==> config.mk <==
export PLATFORM = sky130hd
export DESIGN_NAME = mdecCore
export DESIGN_NICKNAME = d
export VERILOG_FILES = /design/src/common/mdecPkg.sv /design/src/logic/rleDecode.sv /design/src/computeCoef/computeCoef.sv /design/src/logic/blockStore.sv /design/src/logic/mdecCore.sv
export VERILOG_INCLUDE_DIRS = /design/src /design/src/common
export SDC_FILE = /design/constraint.sdc
export NUM_CORES = 2
export LEC_CHECK = 0
export ABC_CLOCK_PERIOD_IN_PS = 7400
export BUFFER_PORTS_ARGS = -buffer_cell sky130_fd_sc_hd__buf_2
export CAP_MARGIN = 20
export CORE_UTILIZATION = 50
export CTS_CLUSTER_DIAMETER = 100
export DETAILED_ROUTE_END_ITERATION = 8
export MAX_ROUTING_LAYER = met4
export PLACE_DENSITY_LB_ADDON = 0.08
export SLEW_MARGIN = 20
export SYNTH_ARGS = -nofsm -noshare
export SYNTH_HDL_FRONTEND = slang
export SYNTH_HIERARCHICAL = 1
export SYNTH_SLANG_ARGS = --single-unit
==> constraint.sdc <==
create_clock -name i_clk -period 7.4 [get_ports i_clk]
set_clock_uncertainty 0.15 [all_clocks]
set_input_delay 0.74 -clock i_clk [delete_from_list [all_inputs] [get_ports i_clk]]
set_output_delay 0.74 -clock i_clk [all_outputs]
set_load 0.005 [all_outputs]
==> src/common/mdec_macros.svh <==
// Width and constant macros for the MDEC front end, included by the RTL, the package and the testbench
`ifndef MDEC_MACROS_SVH
`define MDEC_MACROS_SVH

// --------------------
// Datapath widths
// --------------------
// Signed RLE level
`define MDEC_COEF_W   10
// Per-block quantization scale
`define MDEC_SCALE_W  6
// One quantization table entry
`define MDEC_QENT_W   7
// Dequantized coefficient, product bits 22..3
`define MDEC_OUT_W    20

// --------------------
// Stream constants
// --------------------
// End-of-block halfword
`define MDEC_END_CODE 16'hFE00
// Blocks per macroblock, 2 chroma then 4 luma
`define MDEC_BLOCKS   6

`endif

==> src/common/mdecPkg.sv <==
// Shared types and the zigzag index map for the MDEC front end, referenced by scoped name
`include "mdec_macros.svh"

package mdecPkg;

	// Four table entries, entry 0 sits in the low bits
	typedef struct packed
	{
		logic [`MDEC_QENT_W-1:0] e3;
		logic [`MDEC_QENT_W-1:0] e2;
		logic [`MDEC_QENT_W-1:0] e1;
		logic [`MDEC_QENT_W-1:0] e0;
	} quantEntries_t;

	// One table word, raw as loaded or split into entries
	typedef union packed
	{
		logic [4*`MDEC_QENT_W-1:0] raw;
		quantEntries_t             ent;
	} quantWord_t;

	// Zigzag position to row-major index
	localparam logic [5:0] zagTable [64] = '{
		6'd0,  6'd1,  6'd8,  6'd16, 6'd9,  6'd2,  6'd3,  6'd10,
		6'd17, 6'd24, 6'd32, 6'd25, 6'd18, 6'd11, 6'd4,  6'd5,
		6'd12, 6'd19, 6'd26, 6'd33, 6'd40, 6'd48, 6'd41, 6'd34,
		6'd27, 6'd20, 6'd13, 6'd6,  6'd7,  6'd14, 6'd21, 6'd28,
		6'd35, 6'd42, 6'd49, 6'd56, 6'd57, 6'd50, 6'd43, 6'd36,
		6'd29, 6'd22, 6'd15, 6'd23, 6'd30, 6'd37, 6'd44, 6'd51,
		6'd58, 6'd59, 6'd52, 6'd45, 6'd38, 6'd31, 6'd39, 6'd46,
		6'd53, 6'd60, 6'd61, 6'd54, 6'd47, 6'd55, 6'd62, 6'd63
	};

	// Plain lookup, synthesizes to a small ROM
	function automatic logic [5:0] zagToLinear(input logic [5:0] zag);
		return zagTable[zag];
	endfunction

endpackage

==> src/logic/rleDecode.sv <==
// Expands run-length halfwords into tagged coefficients for the dequantizer inside mdecCore
`timescale 1ns/1ps
`include "mdec_macros.svh"

module rleDecode (
	input  logic                           i_clk,
	input  logic                           i_arstN,

	// Halfword stream
	input  logic                           i_rleValid,
	input  logic [15:0]                    i_rleData,
	input  logic                           i_fullBlockType,

	// Coefficient stream, one cycle after the halfword
	output logic                           o_dataWrt,
	output logic signed [`MDEC_COEF_W-1:0] o_dataIn,
	output logic [`MDEC_SCALE_W-1:0]       o_scale,
	output logic                           o_isDC,
	output logic [5:0]                     o_index,
	output logic [5:0]                     o_zagIndex,
	output logic                           o_fullBlockType,
	output logic [2:0]                     o_blockNum,
	output logic                           o_matrixComplete
);

	// --------------------
	// Halfword fields
	// --------------------
	// Run, or the block scale on a DC halfword
	logic [`MDEC_SCALE_W-1:0]       hwUpper;
	logic signed [`MDEC_COEF_W-1:0] hwLevel;
	logic                           isEnd;

	// Block state
	logic                           firstHw;
	logic [5:0]                     zagPos;
	logic                           pastEnd;
	logic [`MDEC_SCALE_W-1:0]       heldScale;
	logic [2:0]                     blockCnt;

	// Next position, bit 6 flags a run past 63
	logic [6:0]                     nextPos;
	logic                           dropCoef;
	logic [5:0]                     wrZag;

	assign hwUpper = i_rleData[15 -: `MDEC_SCALE_W];
	assign hwLevel = i_rleData[`MDEC_COEF_W-1:0];

	// End code only counts after the DC halfword
	assign isEnd = !firstHw && (i_rleData == `MDEC_END_CODE);

	assign nextPos  = {1'b0, zagPos} + {1'b0, hwUpper} + 7'd1;
	assign dropCoef = pastEnd || nextPos[6];
	assign wrZag    = firstHw ? 6'd0 : nextPos[5:0];

	// --------------------
	// Control
	// --------------------
	always_ff @(posedge i_clk or negedge i_arstN)
	begin
		if (!i_arstN)
		begin
			firstHw          <= 1'b1;
			zagPos           <= '0;
			pastEnd          <= 1'b0;
			blockCnt         <= '0;
			o_dataWrt        <= 1'b0;
			o_matrixComplete <= 1'b0;
		end
		else
		begin
			// Single-cycle strobes
			o_dataWrt        <= 1'b0;
			o_matrixComplete <= 1'b0;
			if (i_rleValid)
			begin
				if (firstHw)
				begin
					// DC lands at zigzag 0
					firstHw   <= 1'b0;
					zagPos    <= '0;
					pastEnd   <= 1'b0;
					o_dataWrt <= 1'b1;
				end
				else if (isEnd)
				begin
					firstHw          <= 1'b1;
					o_matrixComplete <= 1'b1;
					// Block number wraps after the last luma block
					if (blockCnt == 3'(`MDEC_BLOCKS - 1))
						blockCnt <= '0;
					else
						blockCnt <= blockCnt + 3'd1;
				end
				else if (dropCoef)
				begin
					// Swallow everything up to the end code
					pastEnd <= 1'b1;
				end
				else
				begin
					zagPos    <= nextPos[5:0];
					o_dataWrt <= 1'b1;
				end
			end
		end
	end

	// --------------------
	// Payload
	// --------------------
	always_ff @(posedge i_clk)
	begin
		if (i_rleValid)
		begin
			o_dataIn        <= hwLevel;
			// Scale comes straight from the DC halfword
			o_scale         <= firstHw ? hwUpper : heldScale;
			o_isDC          <= firstHw;
			o_zagIndex      <= wrZag;
			o_index         <= mdecPkg::zagToLinear(wrZag);
			o_fullBlockType <= i_fullBlockType;
			// End pulse still carries the finishing block
			o_blockNum      <= blockCnt;
			if (firstHw)
				heldScale <= hwUpper;
		end
	end

endmodule

==> src/computeCoef/computeCoef.sv <==
// Two-stage dequantizer with its own quantization table, between rleDecode and blockStore
`timescale 1ns/1ps
`include "mdec_macros.svh"

// Standard mode
//   DC     coef x 8 x quant[0] / 8
//   others coef x scale x quant[zag] / 8
// Full matrix mode
//   all    coef x 16 x 1 / 8
module computeCoef (
	input  logic                           i_clk,
	input  logic                           i_arstN,

	// Coefficient stream from the decoder
	input  logic                           i_dataWrt,
	input  logic signed [`MDEC_COEF_W-1:0] i_dataIn,
	input  logic [`MDEC_SCALE_W-1:0]       i_scale,
	input  logic                           i_isDC,
	input  logic [5:0]                     i_index,
	// Table is stored in zigzag order
	input  logic [5:0]                     i_zagIndex,
	input  logic                           i_fullBlockType,
	input  logic [2:0]                     i_blockNum,
	input  logic                           i_matrixComplete,

	// Table load
	input  logic                           i_quantWrt,
	input  mdecPkg::quantWord_t            i_quantValue,
	input  logic [3:0]                     i_quantAdr,
	input  logic                           i_quantTblSelect,

	// Store side, two cycles after i_dataWrt
	output logic                           o_write,
	output logic [5:0]                     o_writeIdx,
	output logic [2:0]                     o_blockNum,
	output logic signed [`MDEC_OUT_W-1:0]  o_coefValue,
	output logic                           o_matrixComplete
);

	// 10x7 signed then 16x8 signed
	localparam int prodW0 = `MDEC_COEF_W + `MDEC_SCALE_W;
	localparam int prodW1 = prodW0 + `MDEC_QENT_W + 1;

	// --------------------
	// Stage 0
	// --------------------
	logic [`MDEC_SCALE_W-1:0]       effScale;
	logic signed [`MDEC_SCALE_W:0]  signedScale;
	logic signed [prodW0-1:0]       multF;
	logic                           tblSel;

	// Quant table, 2 x 16 words
	logic [4*`MDEC_QENT_W-1:0]      quantTbl [32];

	logic                           pWrite;
	logic                           pMatrixComplete;
	logic [5:0]                     pIndex;
	logic [2:0]                     pBlk;
	logic                           pFullBlkType;
	logic signed [prodW0-1:0]       pMultF;
	logic [1:0]                     pEntSel;
	mdecPkg::quantWord_t            pQuantWord;

	// 16 in full mode wins over the DC factor
	assign effScale = i_fullBlockType ? `MDEC_SCALE_W'(16)
		: (i_isDC ? `MDEC_SCALE_W'(8) : i_scale);
	assign signedScale = {1'b0, effScale};
	assign multF       = prodW0'(i_dataIn) * prodW0'(signedScale);

	// Blocks 0-1 chroma table, 2-5 luma table
	assign tblSel = (i_blockNum > 3'd1);

	always_ff @(posedge i_clk or negedge i_arstN)
	begin
		if (!i_arstN)
		begin
			pWrite          <= 1'b0;
			pMatrixComplete <= 1'b0;
		end
		else
		begin
			pWrite          <= i_dataWrt;
			pMatrixComplete <= i_matrixComplete;
		end
	end

	always_ff @(posedge i_clk)
	begin
		pIndex       <= i_index;
		pBlk         <= i_blockNum;
		pFullBlkType <= i_fullBlockType;
		pMultF       <= multF;
		// Word read lines up with the first product
		pQuantWord.raw <= quantTbl[{tblSel, i_zagIndex[5:2]}];
		pEntSel        <= i_zagIndex[1:0];
		// Loader writes only between blocks
		if (i_quantWrt)
			quantTbl[{i_quantTblSelect, i_quantAdr}] <= i_quantValue.raw;
	end

	// --------------------
	// Stage 1
	// --------------------
	logic [`MDEC_QENT_W-1:0]        quantEntry;
	logic signed [`MDEC_QENT_W:0]   quant;
	logic signed [prodW1-1:0]       outCalc;

	logic                           ppWrite;
	logic                           ppMatrixComplete;
	logic [5:0]                     ppIndex;
	logic [2:0]                     ppBlk;
	logic signed [`MDEC_OUT_W-1:0]  ppCoef;

	// Entry pick from the word view
	always_comb
	begin
		case (pEntSel)
			2'd0:    quantEntry = pQuantWord.ent.e0;
			2'd1:    quantEntry = pQuantWord.ent.e1;
			2'd2:    quantEntry = pQuantWord.ent.e2;
			default: quantEntry = pQuantWord.ent.e3;
		endcase
	end

	// Unity factor in full mode
	assign quant   = pFullBlkType ? (`MDEC_QENT_W + 1)'(1) : {1'b0, quantEntry};
	assign outCalc = prodW1'(pMultF) * prodW1'(quant);

	always_ff @(posedge i_clk or negedge i_arstN)
	begin
		if (!i_arstN)
		begin
			ppWrite          <= 1'b0;
			ppMatrixComplete <= 1'b0;
		end
		else
		begin
			ppWrite          <= pWrite;
			ppMatrixComplete <= pMatrixComplete;
		end
	end

	always_ff @(posedge i_clk)
	begin
		ppIndex <= pIndex;
		ppBlk   <= pBlk;
		// Divide by 8, keep 20 bits
		ppCoef  <= outCalc[`MDEC_OUT_W+2:3];
	end

	assign o_write          = ppWrite;
	assign o_writeIdx       = ppIndex;
	assign o_blockNum       = ppBlk;
	assign o_coefValue      = ppCoef;
	assign o_matrixComplete = ppMatrixComplete;

endmodule

==> src/logic/blockStore.sv <==
// Ping-pong coefficient store that fills blocks and streams them out in linear order
`timescale 1ns/1ps
`include "mdec_macros.svh"

module blockStore (
	input  logic                          i_clk,
	input  logic                          i_arstN,

	// Write side from the dequantizer
	input  logic                          i_write,
	input  logic [5:0]                    i_writeIdx,
	input  logic [2:0]                    i_blockNum,
	input  logic signed [`MDEC_OUT_W-1:0] i_coefValue,
	input  logic                          i_matrixComplete,

	// Readout, 64 beats per block
	output logic                          o_outValid,
	output logic [5:0]                    o_outIdx,
	output logic [2:0]                    o_outBlock,
	output logic signed [`MDEC_OUT_W-1:0] o_outValue,
	output logic                          o_inReady
);

	// --------------------
	// Bank state
	// --------------------
	// Both banks in one array, bank select on top
	logic signed [`MDEC_OUT_W-1:0] mem [128];
	// Written positions per bank
	logic [63:0]                   mask [2];
	logic [2:0]                    bankBlk [2];
	logic [1:0]                    full;
	logic                          fillSel;
	logic                          rdSel;
	logic [5:0]                    rdCnt;

	// Block in flight upstream may still claim the second bank,
	// so a new block starts only with both banks free
	assign o_inReady = !full[0] && !full[1] && !i_matrixComplete;

	always_ff @(posedge i_clk or negedge i_arstN)
	begin
		if (!i_arstN)
		begin
			mask[0]    <= '0;
			mask[1]    <= '0;
			full       <= '0;
			fillSel    <= 1'b0;
			rdSel      <= 1'b0;
			rdCnt      <= '0;
			o_outValid <= 1'b0;
		end
		else
		begin
			if (i_write)
				mask[fillSel][i_writeIdx] <= 1'b1;

			// Completion closes the fill bank
			if (i_matrixComplete)
			begin
				full[fillSel] <= 1'b1;
				fillSel       <= !fillSel;
			end

			// Banks are read in completion order
			o_outValid <= full[rdSel];
			if (full[rdSel])
			begin
				rdCnt <= rdCnt + 6'd1;
				if (rdCnt == 6'd63)
				begin
					// Last beat frees the bank
					full[rdSel] <= 1'b0;
					mask[rdSel] <= '0;
					rdSel       <= !rdSel;
				end
			end
		end
	end

	// --------------------
	// Data path
	// --------------------
	always_ff @(posedge i_clk)
	begin
		if (i_write)
			mem[{fillSel, i_writeIdx}] <= i_coefValue;
		if (i_matrixComplete)
			bankBlk[fillSel] <= i_blockNum;

		o_outIdx   <= rdCnt;
		o_outBlock <= bankBlk[rdSel];
		// Skipped positions read as zero
		o_outValue <= mask[rdSel][rdCnt] ? mem[{rdSel, rdCnt}] : '0;
	end

endmodule

==> src/logic/mdecCore.sv <==
// Top of the MDEC front end, chaining the RLE decoder, dequantizer and block store
`timescale 1ns/1ps
`include "mdec_macros.svh"

module mdecCore (
	input  logic                          i_clk,
	input  logic                          i_arstN,

	// Halfword stream and mode
	input  logic                          i_rleValid,
	input  logic [15:0]                   i_rleData,
	input  logic                          i_fullBlockType,

	// Quant table load, only between blocks
	input  logic                          i_quantWrt,
	input  mdecPkg::quantWord_t           i_quantValue,
	input  logic [3:0]                    i_quantAdr,
	input  logic                          i_quantTblSelect,

	// Block readout
	output logic                          o_outValid,
	output logic [5:0]                    o_outIdx,
	output logic [2:0]                    o_outBlock,
	output logic signed [`MDEC_OUT_W-1:0] o_outValue,
	output logic                          o_inReady
);

	// --------------------
	// Decoder to dequantizer
	// --------------------
	logic                           decWrt;
	logic signed [`MDEC_COEF_W-1:0] decData;
	logic [`MDEC_SCALE_W-1:0]       decScale;
	logic                           decIsDC;
	logic [5:0]                     decIndex;
	logic [5:0]                     decZag;
	logic                           decFull;
	logic [2:0]                     decBlock;
	logic                           decComplete;

	// Dequantizer to store
	logic                           cfWrite;
	logic [5:0]                     cfIdx;
	logic [2:0]                     cfBlock;
	logic signed [`MDEC_OUT_W-1:0]  cfValue;
	logic                           cfComplete;

	rleDecode uRleDecode (
		.i_clk            (i_clk),
		.i_arstN          (i_arstN),
		.i_rleValid       (i_rleValid),
		.i_rleData        (i_rleData),
		.i_fullBlockType  (i_fullBlockType),
		.o_dataWrt        (decWrt),
		.o_dataIn         (decData),
		.o_scale          (decScale),
		.o_isDC           (decIsDC),
		.o_index          (decIndex),
		.o_zagIndex       (decZag),
		.o_fullBlockType  (decFull),
		.o_blockNum       (decBlock),
		.o_matrixComplete (decComplete)
	);

	// Two-cycle multiply pipeline
	computeCoef uComputeCoef (
		.i_clk            (i_clk),
		.i_arstN          (i_arstN),
		.i_dataWrt        (decWrt),
		.i_dataIn         (decData),
		.i_scale          (decScale),
		.i_isDC           (decIsDC),
		.i_index          (decIndex),
		.i_zagIndex       (decZag),
		.i_fullBlockType  (decFull),
		.i_blockNum       (decBlock),
		.i_matrixComplete (decComplete),
		.i_quantWrt       (i_quantWrt),
		.i_quantValue     (i_quantValue),
		.i_quantAdr       (i_quantAdr),
		.i_quantTblSelect (i_quantTblSelect),
		.o_write          (cfWrite),
		.o_writeIdx       (cfIdx),
		.o_blockNum       (cfBlock),
		.o_coefValue      (cfValue),
		.o_matrixComplete (cfComplete)
	);

	blockStore uBlockStore (
		.i_clk            (i_clk),
		.i_arstN          (i_arstN),
		.i_write          (cfWrite),
		.i_writeIdx       (cfIdx),
		.i_blockNum       (cfBlock),
		.i_coefValue      (cfValue),
		.i_matrixComplete (cfComplete),
		.o_outValid       (o_outValid),
		.o_outIdx         (o_outIdx),
		.o_outBlock       (o_outBlock),
		.o_outValue       (o_outValue),
		.o_inReady        (o_inReady)
	);

endmodule

==> summary.md <==
| Metric | Value |
|---|---|
| Crit-path max cell delay | `0.61 ns` |
| Measured slew at the worst slew-check pin | `1.29 ns` |
| GRT Residual Overflow | `0` |
| Lkg Pwr | `54.8 nW` |
| Vias in the first global route | `77.0k` |
| WL final | `431 mm` |
| Critical path buffers and inverters | `4` |
| Layout overhead on the synthesized area | `12.3%` |
| Final ANT Viol Nets | `0` |
| Mapped Nets | `7583` |
| Library cells used by synthesis | `105` |
| Filler instances | `22.4k` |
| Register clock-pin slew on the reported worst setup and hold paths | `0.06 ns` |
| Outcome | `finished, final reports clean` |
| Top delay family on crit path | `adder cells` |
| Chip width | `552 um` |
| Post-DP Area | `0.157 mm2` |
| Post-synthesis async set-or-reset flop share | `0.0414` |
| Largest net degree at the start of global routing | `125` |
| CTS H-tree lvls | `5` |
| Power per cell area | `342 mW/mm2` |
| # DRC | `0` |
| Max-slew headroom | `0.130` |
| VDD IR max | `0.000406 V` |
| Yosys reg bits | `3765` |
| Most numerous cell in the Yosys netlist | `edfxtp_1` |
| Ratio of final minimum period to clock period | `0.836` |
| Core area | `0.301 mm2` |
| Cells after Synth | `7311` |
| Largest area contributor in the netlist | `edfxtp_1` |
| Total Routing Usage GR | `0.291` |
| Hold WS | `0.142 ns` |
| Vias | `76.8k` |
| Worst-path fanout max | `9` |
| Port-buffer cells | `84` |
| Vias per inst | `6.38` |
| Critical path data required time | `8.05 ns` |
| CTS tree | `yes` |
| Largest cells by area after synthesis | `edfxtp_1 69%, mux4_2 11%, dfrtp_1 2.6%` |
| TritonRoute pass-1 iters | `6` |
| Setup TNS | `0 ns` |
| Sequential cell area fraction in the yosys report | `0.734` |
| Mapped Area | `0.151 mm2` |
| Starting Density | `0.504` |
| Max Cap Violations | `0` |
| Core Rows | `201` |
| Fin crit period | `6.19 ns` |
| Initial antenna violation count | `29` |
| Hold Vio Cnt, Final | `0` |
| RSZ-0062 raised after global routing | `no` |
| First-pass GRT wire length | `603 mm` |
| Most frequent CP cell | `fa_1` |
| Slowest cell on crit path | `dfxtp_1` |
| Post-route cell area | `0.170 mm2` |
| Top FF cell, synth | `edfxtp_1` |
| Initial DRC count | `9174` |
| Post-DP HPWL | `251 mm` |
| Max clock buf depth | `4` |
| TritonCTS Buffers | `389` |
| Fin nets | `7995` |
| Synthesis Warnings | `6` |
| # IOs | `85` |
| Tightest Hold Check Type | `in2reg` |
| Clk root buf | `clkbuf_16` |
| Fmax | `0.162 GHz` |
| Die height | `552 um` |
| Syn_area_per_cell | `20.7 um2` |
| CP endpoint kind | `register` |
| Worst-Skew Late Latency | `0.96 ns` |
| Share of cells above drive strength 1 | `0.253` |
| Crit Path Class | `reg2reg` |
| Synth cell count leaders | `3495 x edfxtp_1, 764 x mux4_2, 268 x mux2i_1` |
| WP data arrival | `6.84 ns` |
| Routed wire per std cell | `35.8 um` |
| Worst setup SP type | `register` |
| Post-synth EDFFs | `3495` |
| Setup violations, final | `0` |
| Final max-slew violation count | `0` |
| Gpl congestion | `0.872` |
| # clock sinks | `3765` |
| Die ar. | `0.305 mm2` |
| Crit-path cells | `mux4_2, nor2b_1, buf_4, nand2_1, fa_1, inv_1, fa_1, fa_1, inv_1, fa_1, inv_1, ha_1, and2_1, o31ai_1, a21oi_1, or4_1, and3_1` |
| Post-synth top area share | `0.693` |
cell usage in the layout, fill, tap and decap left out, types with 34 or more instances in the layout:
cell type	n
edfxtp_1	3495
mux4_2	764
clkbuf_16	393
buf_4	276
mux2i_1	268
inv_1	194
nand2_1	170
dfrtp_1	148
o21a_1	135
nor2_2	132
fa_1	126
a21oi_1	118
mux4_1	107
dfxtp_1	94
ha_1	92
clkinv_2	85
buf_2	83
nor2_1	80
clkbuf_1	79
a22oi_1	79
o221ai_1	79
and2_1	74
o21ai_0	69
clkinv_1	65
mux2_2	59
o22ai_1	54
nand3_1	48
nor2_4	43
nor2b_1	42
xnor2_1	40
bufinv_16	36
nor3_1	34
cells by family after synthesis:
logic type,synth area share
fa+ha+maj,0.0243
flops,0.734
xor+xnor,0.00348
simple gates,0.0243
compound gates,0.0344
mux,0.155
buf+inv,0.0253
state kept, by name, summed over array words and instances (netlist names), 10 cells and up:
register	cells
uComputeCoef/pQuantWord	28
uBlockStore/o_outValue	20
uRleDecode/o_dataIn	10
uBlockStore/mem	2560
uComputeCoef/pMultF	16
uComputeCoef/o_coefValue	20
uComputeCoef/quantTbl	896
uBlockStore/mask	128
metal layers:
metal	share of wire	GRT usage	vias to the layer above
met5	0	-	-
met3	0.071	0.0410	714
li1	-	-	30900
met1	0.40	0.389	41900
met2	0.49	0.467	3230
met4	0.035	0.0886	0
area by class of cell:
cell class                 instances  area, um2  area share
antenna                           20       50.0    0.000294
inverter                         197        744     0.00438
multi-input combinational       2969      37200       0.219
sequential                      3765     111000       0.654
tap                             3958       4950      0.0291
timing repair buffer             401       3150      0.0185
clock inverter                   231       2370      0.0139
clock buffer                     485      10300      0.0606
per-stage QoR:
step	util	worst slack (ns)	instances	power [mW]
global placement	0.523	1.13	11300	38.8
floorplan	-	1.98	7311	35.1
finish	0.566	1.21	12000	58.1
CTS	0.566	1.13	12000	58.5
global route	0.566	0.796	12000	60.4
detailed placement	0.523	1.14	11300	39.1
worst register-to-register path, cell delays in order, from the launching register on:
cell and delay (ns):
dfxtp_1 0.61, mux4_2 0.31, nor2b_1 0.56, buf_4 0.30, nand2_1 0.08, fa_1 0.50, inv_1 0.06, fa_1 0.48
fa_1 0.50, inv_1 0.06, fa_1 0.48, inv_1 0.04, ha_1 0.34, and2_1 0.16, o31ai_1 0.54, a21oi_1 0.30
or4_1 0.45, and3_1 0.17
report_power, final:
part           switching [mW]  internal (mW)  total, mW
sequential               1.50           26.3       27.8
combinational            6.62           4.18       10.8
clock                    8.30           11.2       19.5
total                    16.4           41.7       58.1
path summary, 6_finish.rpt:
| path | from | end | slack, ns | cells past startpoint |
|---|---|---|---|---|
| worst max-delay path | uComputeCoef/pEntSel[0]$_DFF_P_ | uComputeCoef/o_coefValue[17]$_DFF_P_ | 1.21 | 17 |
| worst min-delay path | i_quantValue[11] | uComputeCoef/quantTbl[15][11]$_DFFE_PP_ | 0.14 | 1 |
| worst max register to register | uComputeCoef/pEntSel[0]$_DFF_P_ | uComputeCoef/o_coefValue[17]$_DFF_P_ | 1.21 | 17 |
| worst min register to register | uRleDecode/o_index[3]$_DFFE_PP_ | uComputeCoef/pIndex[3]$_DFF_P_ | 0.16 | 0 |
| max in group asynchronous | i_arstN | uBlockStore/mask[27]$_DFF_PN0_ | 5.75 | 3 |
| min in group asynchronous | i_arstN | uRleDecode/blockCnt[1]$_DFFE_PN0P_ | 0.15 | 2 |
timing repair:
item,4_1_cts,5_1_grt
setup buffers,0,0
hold buffers,18,0
gates resized for setup,0,0
endpoints found under the hold margin,49,0
No activity file was read; power rests on OpenSTA's default activity.
